--- src/cpu_pkg.sv ---
`default_nettype none

package cpu_pkg;

    localparam int DATA_W = 8;
    localparam int ADDR_W = 16;

    typedef logic [DATA_W-1:0] data_t;
    typedef logic [ADDR_W-1:0] addr_t;

    // Register codes as they appear in the opcode fields
    typedef logic [2:0] reg_sel_t;
    typedef logic [1:0] pair_sel_t;

    localparam reg_sel_t  REG_M   = 3'd6;
    localparam reg_sel_t  REG_A   = 3'd7;
    localparam pair_sel_t PAIR_HL = 2'd2;

    // Parity is set on an even number of ones
    typedef struct packed {
        logic sign;
        logic zero;
        logic parity;
        logic carry;
    } flags_t;

    typedef enum logic [2:0] {
        ALU_ADD, ALU_ADC, ALU_SUB, ALU_SBC,
        ALU_AND, ALU_XOR, ALU_OR,  ALU_CP
    } alu_op_e;

    typedef enum logic [2:0] {
        COND_NZ, COND_Z, COND_NC, COND_C,
        COND_PO, COND_PE, COND_P, COND_M
    } cond_e;

    typedef enum logic [1:0] {
        PH_FETCH, PH_ARG1, PH_ARG2, PH_HALT
    } phase_e;

    localparam addr_t RESET_PC = 16'h0000;

endpackage

`default_nettype wire

--- src/alu_if.sv ---
`timescale 1ns/10ps
`default_nettype none

interface alu_if
    import cpu_pkg::*;
();

    alu_op_e op;
    data_t   opa;
    data_t   opb;
    logic    carry_in;

    // Returned in the same cycle
    data_t   result;
    flags_t  flags_out;

    modport seq (output op, opa, opb, carry_in, input  result, flags_out);
    modport alu (input  op, opa, opb, carry_in, output result, flags_out);

endinterface

`default_nettype wire

--- src/reg_wr_if.sv ---
`timescale 1ns/10ps
`default_nettype none

interface reg_wr_if
    import cpu_pkg::*;
();

    logic      we8;
    logic      we16;
    reg_sel_t  sel8;
    pair_sel_t sel16;
    data_t     wdata_hi;
    // Also the data for 8-bit writes
    data_t     wdata_lo;

    modport seq (output we8, we16, sel8, sel16, wdata_hi, wdata_lo);
    modport rf  (input  we8, we16, sel8, sel16, wdata_hi, wdata_lo);

endinterface

`default_nettype wire

--- src/cpu_alu.sv ---
`timescale 1ns/10ps
`default_nettype none

module cpu_alu
    import cpu_pkg::*;
(
    alu_if.alu alu
);

    // Bit DATA_W is carry for adds and borrow for subtracts
    logic [DATA_W:0] wide;

    // ------------------------------
    // Arithmetic and logic
    // ------------------------------
    always_comb begin
        wide = '0;
        case (alu.op)
            ALU_ADD: wide = {1'b0, alu.opa} + {1'b0, alu.opb};
            ALU_ADC: begin
                wide = {1'b0, alu.opa} + {1'b0, alu.opb} + {{DATA_W{1'b0}}, alu.carry_in};
            end
            ALU_SUB,
            ALU_CP:  wide = {1'b0, alu.opa} - {1'b0, alu.opb};
            ALU_SBC: begin
                wide = {1'b0, alu.opa} - {1'b0, alu.opb} - {{DATA_W{1'b0}}, alu.carry_in};
            end
            // Logic ops leave carry clear
            ALU_AND: wide = {1'b0, alu.opa & alu.opb};
            ALU_XOR: wide = {1'b0, alu.opa ^ alu.opb};
            ALU_OR:  wide = {1'b0, alu.opa | alu.opb};
            default: wide = '0;
        endcase
    end

    assign alu.result = wide[DATA_W-1:0];

    // ------------------------------
    // Flags
    // ------------------------------
    always_comb begin
        alu.flags_out.sign   = wide[DATA_W-1];
        alu.flags_out.zero   = (wide[DATA_W-1:0] == '0);
        alu.flags_out.parity = ~^wide[DATA_W-1:0];
        alu.flags_out.carry  = wide[DATA_W];
    end

    // The op comes straight from the opcode field, so an X here means
    // the sequencer decoded garbage
    always_comb begin
        assert final (!$isunknown(alu.op))
            else $error("ALU operation is unknown");
    end

endmodule

`default_nettype wire

--- src/cpu_regfile.sv ---
`timescale 1ns/10ps
`default_nettype none

module cpu_regfile
    import cpu_pkg::*;
(
    input  logic     pin_clk,
    input  logic     pin_rstn,
    input  reg_sel_t rd_sel_i,
    output data_t    rd_data_o,
    output data_t    a_o,
    output addr_t    hl_o,
    reg_wr_if.rf     wr
);

    // Indexed by register code, slot 6 (M) is never written and reads as zero
    data_t regs [0:7];

    always_ff @(posedge pin_clk) begin
        if (!pin_rstn) begin
            for (int i = 0; i < 8; i++) begin
                regs[i] <= '0;
            end
        end else if (wr.we16) begin
            // Pair n is high byte 2n and low byte 2n+1, SP code dropped
            if (wr.sel16 <= PAIR_HL) begin
                regs[{wr.sel16, 1'b0}] <= wr.wdata_hi;
                regs[{wr.sel16, 1'b1}] <= wr.wdata_lo;
            end
        end else if (wr.we8) begin
            if (wr.sel8 != REG_M) begin
                regs[wr.sel8] <= wr.wdata_lo;
            end
        end
    end

    // Read ports
    assign rd_data_o = regs[rd_sel_i];
    assign a_o       = regs[REG_A];
    assign hl_o      = {regs[{PAIR_HL, 1'b0}], regs[{PAIR_HL, 1'b1}]};

    // Sequencer must keep the write strobes exclusive and never target M
    assert property (@(posedge pin_clk) disable iff (!pin_rstn)
        !(wr.we8 && wr.we16) && !(wr.we8 && (wr.sel8 == REG_M)))
        else $error("illegal register write request");

endmodule

`default_nettype wire

--- src/cpu_sequencer.sv ---
`timescale 1ns/10ps
`default_nettype none

module cpu_sequencer
    import cpu_pkg::*;
(
    input  logic     pin_clk,
    input  logic     pin_rstn,
    input  data_t    mem_rdata_i,
    output addr_t    mem_addr_o,
    output data_t    mem_wdata_o,
    output data_t    io_addr_o,
    output data_t    io_wdata_o,
    output logic     mem_we_o,
    output logic     io_we_o,
    output logic     halt_o,
    output reg_sel_t rd_sel_o,
    input  data_t    rd_data_i,
    input  data_t    a_i,
    input  addr_t    hl_i,
    reg_wr_if.seq    wr,
    alu_if.seq       alu
);

    addr_t    pc;
    data_t    ir;
    data_t    imm_lo;
    flags_t   flags_q;
    phase_e   phase;
    phase_e   phase_nxt;
    data_t    io_addr_q;
    data_t    io_wdata_q;
    logic     io_we_q;

    data_t    opcode;
    reg_sel_t dst_sel;
    reg_sel_t src_sel;
    alu_op_e  alu_op;
    cond_e    cond;
    logic     is_ld_rp_nn, is_ld_r_n, is_halt, is_ld_r_m, is_ld_m_r, is_ld_r_r;
    logic     is_alu_r, is_alu_n, is_alu, is_jp, is_out;
    logic     multi_cycle;
    logic     cond_ok;
    logic     jp_take;
    logic     use_hl;

    // ------------------------------
    // Decode
    // ------------------------------
    // Fetch decodes the bus byte directly, later phases use the latch
    assign opcode  = (phase == PH_FETCH) ? mem_rdata_i : ir;
    assign dst_sel = reg_sel_t'(opcode[5:3]);
    assign src_sel = reg_sel_t'(opcode[2:0]);
    assign alu_op  = alu_op_e'(opcode[5:3]);
    assign cond    = cond_e'(opcode[5:3]);

    assign is_ld_rp_nn = (opcode[7:6] == 2'b00) && (opcode[3:0] == 4'b0001)
                         && (opcode[5:4] != 2'b11);
    assign is_ld_r_n   = (opcode[7:6] == 2'b00) && (src_sel == 3'b110) && (dst_sel != REG_M);
    assign is_halt     = (opcode == 8'h76);
    assign is_ld_r_m   = (opcode[7:6] == 2'b01) && (src_sel == REG_M) && (dst_sel != REG_M);
    assign is_ld_m_r   = (opcode[7:6] == 2'b01) && (dst_sel == REG_M) && (src_sel != REG_M);
    assign is_ld_r_r   = (opcode[7:6] == 2'b01) && (dst_sel != REG_M) && (src_sel != REG_M);
    assign is_alu_r    = (opcode[7:6] == 2'b10);
    assign is_alu_n    = (opcode[7:6] == 2'b11) && (src_sel == 3'b110);
    assign is_alu      = is_alu_r || is_alu_n;
    assign is_jp       = (opcode == 8'hC3) || ((opcode[7:6] == 2'b11) && (src_sel == 3'b010));
    assign is_out      = (opcode == 8'hD3);

    assign multi_cycle = is_ld_rp_nn || is_ld_r_n || is_ld_r_m || is_ld_m_r
                         || is_alu || is_jp || is_out;

    // Jump condition from the stored flags
    always_comb begin
        case (cond)
            COND_NZ: cond_ok = !flags_q.zero;
            COND_Z:  cond_ok =  flags_q.zero;
            COND_NC: cond_ok = !flags_q.carry;
            COND_C:  cond_ok =  flags_q.carry;
            COND_PO: cond_ok = !flags_q.parity;
            COND_PE: cond_ok =  flags_q.parity;
            COND_P:  cond_ok = !flags_q.sign;
            default: cond_ok =  flags_q.sign;
        endcase
    end

    assign jp_take = (opcode == 8'hC3) || cond_ok;

    // ------------------------------
    // Bus and ALU operands
    // ------------------------------
    assign use_hl = (phase == PH_ARG1)
                    && (is_ld_r_m || is_ld_m_r || (is_alu_r && (src_sel == REG_M)));

    assign mem_addr_o  = use_hl ? hl_i : pc;
    assign mem_wdata_o = rd_data_i;
    assign mem_we_o    = (phase == PH_ARG1) && is_ld_m_r;
    assign rd_sel_o    = src_sel;

    assign io_addr_o  = io_addr_q;
    assign io_wdata_o = io_wdata_q;
    assign io_we_o    = io_we_q;
    assign halt_o     = (phase == PH_HALT);

    assign alu.op       = alu_op;
    assign alu.opa      = a_i;
    assign alu.opb      = (is_alu_n || (src_sel == REG_M)) ? mem_rdata_i : rd_data_i;
    assign alu.carry_in = flags_q.carry;

    // ------------------------------
    // Register write port
    // ------------------------------
    always_comb begin
        wr.we8      = 1'b0;
        wr.we16     = 1'b0;
        wr.sel8     = dst_sel;
        wr.sel16    = pair_sel_t'(opcode[5:4]);
        wr.wdata_hi = mem_rdata_i;
        wr.wdata_lo = mem_rdata_i;
        case (phase)
            PH_FETCH: begin
                if (is_ld_r_r) begin
                    wr.we8      = 1'b1;
                    wr.wdata_lo = rd_data_i;
                end
            end
            PH_ARG1: begin
                if (is_ld_r_n || is_ld_r_m) begin
                    wr.we8 = 1'b1;
                end else if (is_alu && (alu_op != ALU_CP)) begin
                    wr.we8      = 1'b1;
                    wr.sel8     = REG_A;
                    wr.wdata_lo = alu.result;
                end
            end
            PH_ARG2: begin
                // High byte is on the bus now, low byte was latched
                if (is_ld_rp_nn) begin
                    wr.we16     = 1'b1;
                    wr.wdata_lo = imm_lo;
                end
            end
            default: ;
        endcase
    end

    // ------------------------------
    // Phase FSM and PC
    // ------------------------------
    always_comb begin
        phase_nxt = PH_FETCH;
        case (phase)
            PH_FETCH: begin
                if (is_halt) begin
                    phase_nxt = PH_HALT;
                end else if (multi_cycle) begin
                    phase_nxt = PH_ARG1;
                end
            end
            PH_ARG1: begin
                if (is_ld_rp_nn || is_jp) begin
                    phase_nxt = PH_ARG2;
                end
            end
            PH_HALT: phase_nxt = PH_HALT;
            default: phase_nxt = PH_FETCH;
        endcase
    end

    always_ff @(posedge pin_clk) begin
        if (!pin_rstn) begin
            pc      <= RESET_PC;
            ir      <= '0;
            phase   <= PH_FETCH;
            flags_q <= '0;
            io_we_q <= 1'b0;
        end else begin
            phase   <= phase_nxt;
            io_we_q <= 1'b0;
            case (phase)
                PH_FETCH: begin
                    ir <= mem_rdata_i;
                    // PC stays on the HALT opcode
                    if (!is_halt) begin
                        pc <= pc + 1'b1;
                    end
                end
                PH_ARG1: begin
                    if (is_ld_rp_nn || is_jp || is_ld_r_n || is_alu_n || is_out) begin
                        pc <= pc + 1'b1;
                    end
                    if (is_alu) begin
                        flags_q <= alu.flags_out;
                    end
                    if (is_out) begin
                        io_we_q <= 1'b1;
                    end
                end
                PH_ARG2: begin
                    if (is_jp && jp_take) begin
                        pc <= {mem_rdata_i, imm_lo};
                    end else begin
                        pc <= pc + 1'b1;
                    end
                end
                default: ;
            endcase
        end
    end

    // Immediate low byte and port payload
    always_ff @(posedge pin_clk) begin
        if (phase == PH_ARG1) begin
            imm_lo <= mem_rdata_i;
            if (is_out) begin
                io_addr_q  <= mem_rdata_i;
                io_wdata_q <= a_i;
            end
        end
    end

    // Opcode is never stored during a write cycle
    assert property (@(posedge pin_clk) disable iff (!pin_rstn)
        !(mem_we_o && (phase == PH_FETCH)))
        else $error("memory write during fetch");

    // Only reset leaves the halt state
    assert property (@(posedge pin_clk) disable iff (!pin_rstn)
        halt_o |=> halt_o)
        else $error("halt dropped without reset");

endmodule

`default_nettype wire

--- src/cpu_top.sv ---
`timescale 1ns/10ps
`default_nettype none

module cpu_top
    import cpu_pkg::*;
(
    input  logic  pin_clk,
    input  logic  pin_rstn,
    input  data_t mem_rdata_i,
    output addr_t mem_addr_o,
    output data_t mem_wdata_o,
    output logic  mem_we_o,
    output data_t io_addr_o,
    output data_t io_wdata_o,
    output logic  io_we_o,
    output logic  halt_o
);

    reg_sel_t rd_sel;
    data_t    rd_data;
    data_t    a_val;
    addr_t    hl_val;

    reg_wr_if wr_bus ();
    alu_if    alu_bus ();

    cpu_sequencer u_seq (
        .pin_clk     (pin_clk),
        .pin_rstn    (pin_rstn),
        .mem_rdata_i (mem_rdata_i),
        .mem_addr_o  (mem_addr_o),
        .mem_wdata_o (mem_wdata_o),
        .io_addr_o   (io_addr_o),
        .io_wdata_o  (io_wdata_o),
        .mem_we_o    (mem_we_o),
        .io_we_o     (io_we_o),
        .halt_o      (halt_o),
        .rd_sel_o    (rd_sel),
        .rd_data_i   (rd_data),
        .a_i         (a_val),
        .hl_i        (hl_val),
        .wr          (wr_bus),
        .alu         (alu_bus)
    );

    cpu_regfile u_rf (
        .pin_clk   (pin_clk),
        .pin_rstn  (pin_rstn),
        .rd_sel_i  (rd_sel),
        .rd_data_o (rd_data),
        .a_o       (a_val),
        .hl_o      (hl_val),
        .wr        (wr_bus)
    );

    cpu_alu u_alu (
        .alu (alu_bus)
    );

endmodule

`default_nettype wire

--- config.mk ---
export PLATFORM = sky130hd
export DESIGN_NAME = cpu_top
export DESIGN_NICKNAME = d
export VERILOG_FILES = /design/src/cpu_pkg.sv /design/src/alu_if.sv /design/src/reg_wr_if.sv /design/src/cpu_alu.sv /design/src/cpu_regfile.sv /design/src/cpu_sequencer.sv /design/src/cpu_top.sv
export SDC_FILE = /design/constraint.sdc
export NUM_CORES = 1
export LEC_CHECK = 0
export BUFFER_PORTS_ARGS = -buffer_cell sky130_fd_sc_hd__buf_4
export CAP_MARGIN = 20
export CORE_MARGIN = 5
export CORE_UTILIZATION = 45
export DETAILED_ROUTE_END_ITERATION = 8
export PLACE_DENSITY = 0.63
export SETUP_SLACK_MARGIN = 0.2
export SYNTH_ARGS = -nofsm -noshare
export SYNTH_HDL_FRONTEND = slang
export SYNTH_SLANG_ARGS = --single-unit
--- constraint.sdc ---
create_clock -name pin_clk -period 9.35 [get_ports pin_clk]
set_input_delay 0.4675 -clock pin_clk [delete_from_list [all_inputs] [get_ports pin_clk]]
set_output_delay 0.4675 -clock pin_clk [all_outputs]
set_load 0.01 [all_outputs]
==> results of run 1 <==
-- report_power, final --
part           switching, mW  total (mW)  leakage (nW)  internal (mW)
registers             0.0299       0.630          1.13          0.600
clock network          0.260       0.708         0.302          0.448
logic                  0.557       0.873          2.20          0.316
-- cells in the mapped netlist, drive strengths merged, types with 25 or more instances --
| cell | count | share of area |
|---|---|---|
| ha | 33 | 0.050 |
| buf | 25 | 0.018 |
| nand2 | 98 | 0.045 |
| a21oi | 42 | 0.025 |
| edfxtp | 88 | 0.32 |
| nor2 | 108 | 0.050 |
| mux2 | 26 | 0.035 |
| nand3 | 37 | 0.024 |
| dfxtp | 31 | 0.075 |
| o21ai | 81 | 0.049 |
| inv | 39 | 0.018 |
| clkbuf | 26 | 0.012 |
-- registers in the layout, summed over array words and instances, names as in the netlist, named ones only --
| signal | cells |
|---|---|
| u_rf.regs | 64 |
| u_seq.alu.carry_in | 1 |
| u_seq.flags_q | 3 |
| u_seq.imm_lo | 8 |
| u_seq.io_addr_o | 8 |
| u_seq.io_wdata_o | 8 |
| u_seq.io_we_o | 1 |
| u_seq.ir | 8 |
| u_seq.pc | 16 |
| u_seq.phase | 1 |
-- layout make-up --
cell class	instances	share of cell area
clock inverter	13	0.0205
inverter	39	0.0154
clock buffer	18	0.0453
timing repair buffer	64	0.0507
multi-input combinational	710	0.493
sequential	119	0.344
tap	229	0.0302
-- worst paths after layout --
kind / startpoint / endpoint / slack (ns) / cells after the start
setup / recovery: flip-flop / u_rf.regs[0][5]$_DFFE_PP_ / 2.69 / 20
hold / removal: mem_rdata_i[1] / u_seq.io_addr_o[1]$_DFFE_PP_ / 0.36 / 1
setup reg to reg: flip-flop / u_rf.regs[0][5]$_DFFE_PP_ / 2.69 / 20
hold reg to reg: u_seq.pc[13]$_SDFFE_PN0P_ / u_seq.pc[13]$_SDFFE_PN0P_ / 0.53 / 2
-- logic make-up (layout without fill, tap and decap cells) --
| family | after synthesis | in the layout | share of synthesized area |
|---|---|---|---|
| other | 1 | 8 | 0.000452 |
| and+or+nand+nor | 353 | 353 | 0.209 |
| DFF | 119 | 119 | 0.393 |
| xor gates and xnor gates | 21 | 21 | 0.0222 |
| muxes | 51 | 51 | 0.0764 |
| AOI/OAI and AO/OA | 242 | 242 | 0.197 |
| buffers and inverters | 90 | 134 | 0.0472 |
| adders and majority gates | 35 | 35 | 0.0546 |
-- critical path: stages, from the launching register on --
cell and delay (ns):
dfxtp_1 0.30, buf_4 0.32, or2_1 0.52, mux2_2 0.57, mux2i_1 0.18, mux2_2 0.28, o21ai_0 0.64, nor2_1 0.08
nor2_1 0.27, ha_1 0.31, inv_1 0.08, fa_1 0.43, nand2b_1 0.17, a21oi_1 0.11, xor2_1 0.44, a31o_2 0.24
nand2_1 0.07, a221oi_1 0.36, a31oi_1 0.14, nor2_1 0.62, o21ai_0 0.24
-- metal layers --
layer / global-route usage / part of all wire / vias to the layer above
li1: - / - / 3466
met1: 0.378 / 0.43 / 3592
met2: 0.371 / 0.43 / 437
met3: 0.0585 / 0.10 / 69
met4: 0.105 / 0.038 / 0
met5: 0 / 0 / -
-- through the flow --
stage	hold slack, ns	power, mW	instances	setup slack (ns)	instance area [um2]
after CTS	0.324	2.19	1192	2.89	9480
after global placement	0.506	1.49	1161	2.92	8850
after detailed placement	0.511	1.49	1161	2.91	8850
after global routing	0.332	2.31	1192	2.53	9480
final	0.356	2.21	1192	2.69	9480
after floorplan	0.471	1.24	919	3.93	8320
==> results.md, run 1 <==
* Utilization of the core after routing at 0.524
* P per Cell Area at 233 mW/mm2
* Clock tree from TritonCTS: done
* Number of enable-type register cells in the synthesized netlist at 88
* Worst Max-Slew Pin Slew at between 1 and 1.5 ns
* Post-synthesis cell type count at 86
* Post-cts hold buffer count at 0
* Setup TNS at 0 ns
* Layout area overhead at 14.2%
* Footprint of the flip-flops and latches at 0.00326 mm2
* Worst-Skew Late Latency at roughly 0.43 ns
* Number of filler instances in the final layout at 1634
* Via count of the first global-routing pass at approximately 7k
* Min Tclk post-route at ~6.7 ns
* Largest driver fanout on the critical path at 34
* Via total after detailed routing at between 7k and 8k
* Hold/Removal Path Class: input port to flip-flop
* Routed length per placed instance at 23.7 um
* Leakage power total at between 3 and 4 nW
* Global-route wire length before repair at about 43000 um
* Top library cells by usage in the layout, fill and taps aside: nor2_1, nand2_1, edfxtp_1
* Max-slew violation count at 0
* Remaining antenna violation count after routing at 0
* Share of synthesized area occupied by flip-flops and latches at 0.393
* HPWL Detailed at 20300 um
* Final setup violation count at 0
* Number of instances resized during post-cts repair at 0
* WP data arrival at 6.79 ns
* Core outline area at 0.0181 mm2
* Overall routed net length at between 20000 and 30000 um
* Setup repair after global routing missed its margin: no
* First-pass iteration count of the detailed router at 6
* Kind of capture point of the worst setup path: flip-flop
* Fraction of final layout cells with drive strength greater than 1 at 0.168
* CP startpoint kind: flip-flop
* Antenna cell count at 0
* F_max at approximately 150 MHz
* Post-DR vias/cell at approximately 6.3
* Largest net degree at the start of global routing at between 40 and 50
* Width of the chip at 146 um
* IR drop worst, VDD at between 0.0001 and 0.00015 V
* Final critical-path share of the clock period at 0.712
* Critical setup path kind: flip-flop to flip-flop
* Count of routing violations after the opening detailed-route iteration at between 1k and 1.5k
* Overall Global Routing Usage at 0.259
* Bufs on Longest Clock Path at 2
* Outcome: finished, final reports clean
* Initial core utilization at 0.459
* Final weighted congestion in routability-driven placement at around 1
* Average footprint of a synthesized cell at a little over 9 um2
* Cells after synthesis at between 900 and 1k
* Clock-pin transition on the worst setup and hold timing paths at 0.06 ns
* I/O Buffers at 52
* Top flip-flop cell by instance count after synthesis: edfxtp_1
* Die Footprint at about 0.021 mm2
* Total of flip-flops plus latches after synthesis at around 120
* Total congestion overflow after global routing at 0
* Height of the die at 146 um
* Ports at between 50 and 60
* Synthesized area at a little over 0.008 mm2
* Relative max-transition margin at 0.300
* Max Cap Violations at 0
* DRC violations left at 0
* Multi-input gate area in the final layout at roughly 0.0047 mm2
* Endpoint required time on the critical path at roughly 9.5 ns
* Site row count at slightly below 50
* Count of clock tree sinks at about 120
* Root buffer cell: clkbuf_16
* Worst clock skew at approximately 0.014 ns
* Post-CTS setup buffer count at 0
* H-tree Lvls at 4
* Antenna violations before repair at 0
* Final hold vios at 0
* Asr flop ratio synth at 0
* TritonCTS Buffers at 17
* Number of nets in the layout at between 900 and 1k
* Most frequent standard cell in the layout excluding fill and tap cells: nor2_1
* Count of yosys warnings during synthesis at 0
(Power assumes the default switching activity.)
==> run 2, diff against run 1 <==
==> constraint.sdc (replaced) <==
create_clock -name pin_clk -period 6.5 [get_ports pin_clk]
set_input_delay 0.325 -clock pin_clk [delete_from_list [all_inputs] [get_ports pin_clk]]
set_output_delay 0.325 -clock pin_clk [all_outputs]
set_load 0.01 [all_outputs]
==> results.md, run 2 (synthesis results as in run 1) <==
* Outcome: finished, final reports clean
* Root buffer cell: clkbuf_16
* Kind of capture point of the worst setup path: flip-flop
* Logic gate share of total power at 0.404 (+0.009)
* Count of clock tree sinks at 119 (unchanged)
* Slowest cell on crit path: nand2_1
* Hold/Removal Path Class: input port to flip-flop
* Length in cells of the worst reg-to-reg path at 22 (+10%)
* Number of instances resized during post-cts repair at 0 (unchanged)
* Height of the die at 146 um (unchanged)
* Overall routed net length at 28700 um (+1.7%)
* I/O Buffers at 52 (unchanged)
* Non-filler instance count after layout at 1198 (+0.50%)
* Number of filler instances in the final layout at 1677 (+2.6%)
* Largest registers: u_rf.regs x64, u_seq.pc x16
* WP depth at 22 (+10%)
* Clock-pin transition on the worst setup and hold timing paths at 0.06 ns (about the same)
* F_max at 175 MHz (+16%)
* TritonCTS Buffers at 17 (unchanged)
* Proportion of total power due to net switching at 0.387 (+0.00433)
* DRC violations left at 0 (unchanged)
* Max-slew violation count at 0 (unchanged)
* Most frequent standard cell in the layout excluding fill and tap cells: nor2_1
* CP startpoint kind: flip-flop
* HPWL Detailed at 20800 um (+2.1%)
* Last element of the critical path: u_seq.flags_q[1]$_SDFFE_PN0P_
* H-tree Lvls at 4 (unchanged)
* Fraction of final layout cells with drive strength greater than 1 at 0.172 (+0.00412)
* Utilization of the core after routing at 0.525 (+0.000899)
* Sequential Power Share at 0.288 (+0.003)
* Remaining antenna violation count after routing at 0 (unchanged)
* Worst setup slack before clock tree synthesis at 0.809 ns (-2.10 ns)
* Final weighted congestion in routability-driven placement at 0.950 (-4.1%)
* Via total after detailed routing at 7558 (-0.079%)
* Worst setup slack for register-to-register paths at 0.78 ns (-1.91 ns)
* Number of nets in the layout at 1001 (+0.50%)
* Bufs on Longest Clock Path at 2 (unchanged)
* Critical setup path kind: flip-flop to flip-flop
* Post-route cell area at 0.00949 mm2 (+0.17%)
* Number of buffers and inverters on the critical path at 1 (-1)
* Count of routing violations after the opening detailed-route iteration at 996 (-0.50%)
* Worst slack on hold paths at 0.214 ns (-0.142 ns)
* Top delay family on crit path: simple AND/OR/NAND/NOR gates
* Largest net degree at the start of global routing at 42 (unchanged)
* Final hold vios at 0 (unchanged)
* Worst Max-Slew Pin Slew at 1.30 ns (+0.253 ns)
* IR drop worst, VDD at 0.000202 V (+62%)
* First-pass iteration count of the detailed router at 6 (unchanged)
* Min Tclk post-route at 5.72 ns (-0.940 ns)
* Global-route wire length before repair at 43400 um (+1.9%)
* Ports at 53 (unchanged)
* Antenna cell count at 0 (unchanged)
* Initial core utilization at 0.459 (unchanged)
* P per Cell Area at 333 mW/mm2 (+42%)
* Max Cap Violations at 0 (unchanged)
* Final setup violation count at 0 (unchanged)
* Relative max-transition margin at 0.126 (-0.174)
* Leakage power total at 3.63 nW (+0.11%)
* DP Area at 0.00889 mm2 (+0.42%)
* Post-cts hold buffer count at 0 (unchanged)
* Worst clock skew at 0.0122 ns (-0.00213 ns)
* Overall Global Routing Usage at 0.264 (+0.00471)
* Setup repair after global routing missed its margin: no
* Core outline area at 0.0181 mm2 (unchanged)
* Antenna violations before repair at 0 (unchanged)
* End of the worst register-to-register path: u_seq.flags_q[1]$_SDFFE_PN0P_
* Multi-input gate area in the final layout at 0.00468 mm2 (unchanged)
* Width of the chip at 146 um (unchanged)
* Total congestion overflow after global routing at 0 (unchanged)
* Worst setup slack after layout at 0.780 ns (-1.91 ns)
* Placed Cells at 1166 (+0.43%)
* Clock tree from TritonCTS: done
* Site row count at 49 (unchanged)
* Top library cells by usage in the layout, fill and taps aside: nor2_1, nand2_1, edfxtp_1
* Int Power at 1.93 mW (+42%)
* Layout area overhead at 14.4%
* Ordered list of cells on the worst path: or3b_1, nand2_1, nand2_1, nand3_1, o21ai_0, o21ai_0, nor2_1, a21oi_1, inv_1, ha_1, and2_1, a221o_1, or3_1, and2_1, and4_1, o32ai_1, o211a_1, ha_1, xnor2_1, xnor2_1, mux2i_1, nor2_1
* Die Footprint at 0.0213 mm2 (unchanged)
* Setup TNS at 0 ns (unchanged)
* Largest driver fanout on the critical path at 20 (-41%)
* Peak per-stage delay on the critical path at 0.56 ns (-0.08 ns)
* Largest Register: u_rf.regs
* Worst-Skew Late Latency at 0.42 ns (about the same)
* Footprint of the flip-flops and latches at 0.00326 mm2 (unchanged)
* Via count of the first global-routing pass at 6894 (+0.029%)
* Endpoint required time on the critical path at 6.80 ns (-2.68 ns)
* Sw Pwr at 1.22 mW (+44%)
* Post-CTS setup buffer count at 0 (unchanged)
* Post-DR vias/cell at 6.31 (-0.58%)
* Flip-flop count of the largest register after layout at 64 (unchanged)
* Final critical-path share of the clock period at 0.880 (+0.168)
* Clk pwr share at 0.308 (-0.012)
* Design Power at 3.16 mW (+43%)
* WP data arrival at 6.02 ns (-0.77 ns)
* Routed length per placed instance at 24.0 um (+1.2%)
run 2: changes by cell type in the layout (fill, tap and decap cells not counted), sizes merged:
| cell | change |
|---|---|
| inv | -1 |
| buf | +5 |
| clkinvlp | +3 |
| bufinv | -1 |
run 2: power groups by stage:
stage	logic (mW)	clock network, mW	registers [mW]
3_5_place_dp	1.24	0	0.922
3_3_place_gp	1.24	0	0.922
4_1_cts	1.25	0.985	0.907
2_1_floorplan	0.888	0	0.898
5_1_grt	1.37	1.02	0.912
6_report	1.28	0.972	0.909
run 2: worst min path at each step:
| stage | from | to | slack [ns] | cells after the start |
|---|---|---|---|---|
| 2_1_floorplan | mem_rdata_i[0] | u_seq.imm_lo[0]$_DFFE_PP_ | 0.42 | 0 |
| 3_3_place_gp | u_seq.pc[15]$_SDFFE_PN0P_ | u_seq.pc[15]$_SDFFE_PN0P_ | 0.50 | 2 |
| 3_5_place_dp | u_seq.pc[15]$_SDFFE_PN0P_ | u_seq.pc[15]$_SDFFE_PN0P_ | 0.51 | 2 |
| 4_1_cts | mem_rdata_i[1] | u_seq.imm_lo[1]$_DFFE_PP_ | 0.19 | 1 |
| 5_1_grt | mem_rdata_i[1] | u_seq.imm_lo[1]$_DFFE_PP_ | 0.20 | 1 |
| 6_report | mem_rdata_i[1] | u_seq.imm_lo[1]$_DFFE_PP_ | 0.21 | 1 |
run 2: metal layers:
layer  global-route usage  part of all wire  vias to the layer above
met4               0.0760             0.022                        0
met1                0.379              0.43                     3636
met2                0.403              0.45                      415
met3               0.0576             0.095                       50
met5                    0                 0                        -
li1                     -                 -                     3457
run 2: final cells by class:
class                      instances  share of cell area
tap                              229              0.0302
clock inverter                    14              0.0182
inverter                          39              0.0154
timing repair buffer              69              0.0546
multi-input combinational        710               0.493
sequential                       119               0.344
clock buffer                      18              0.0452
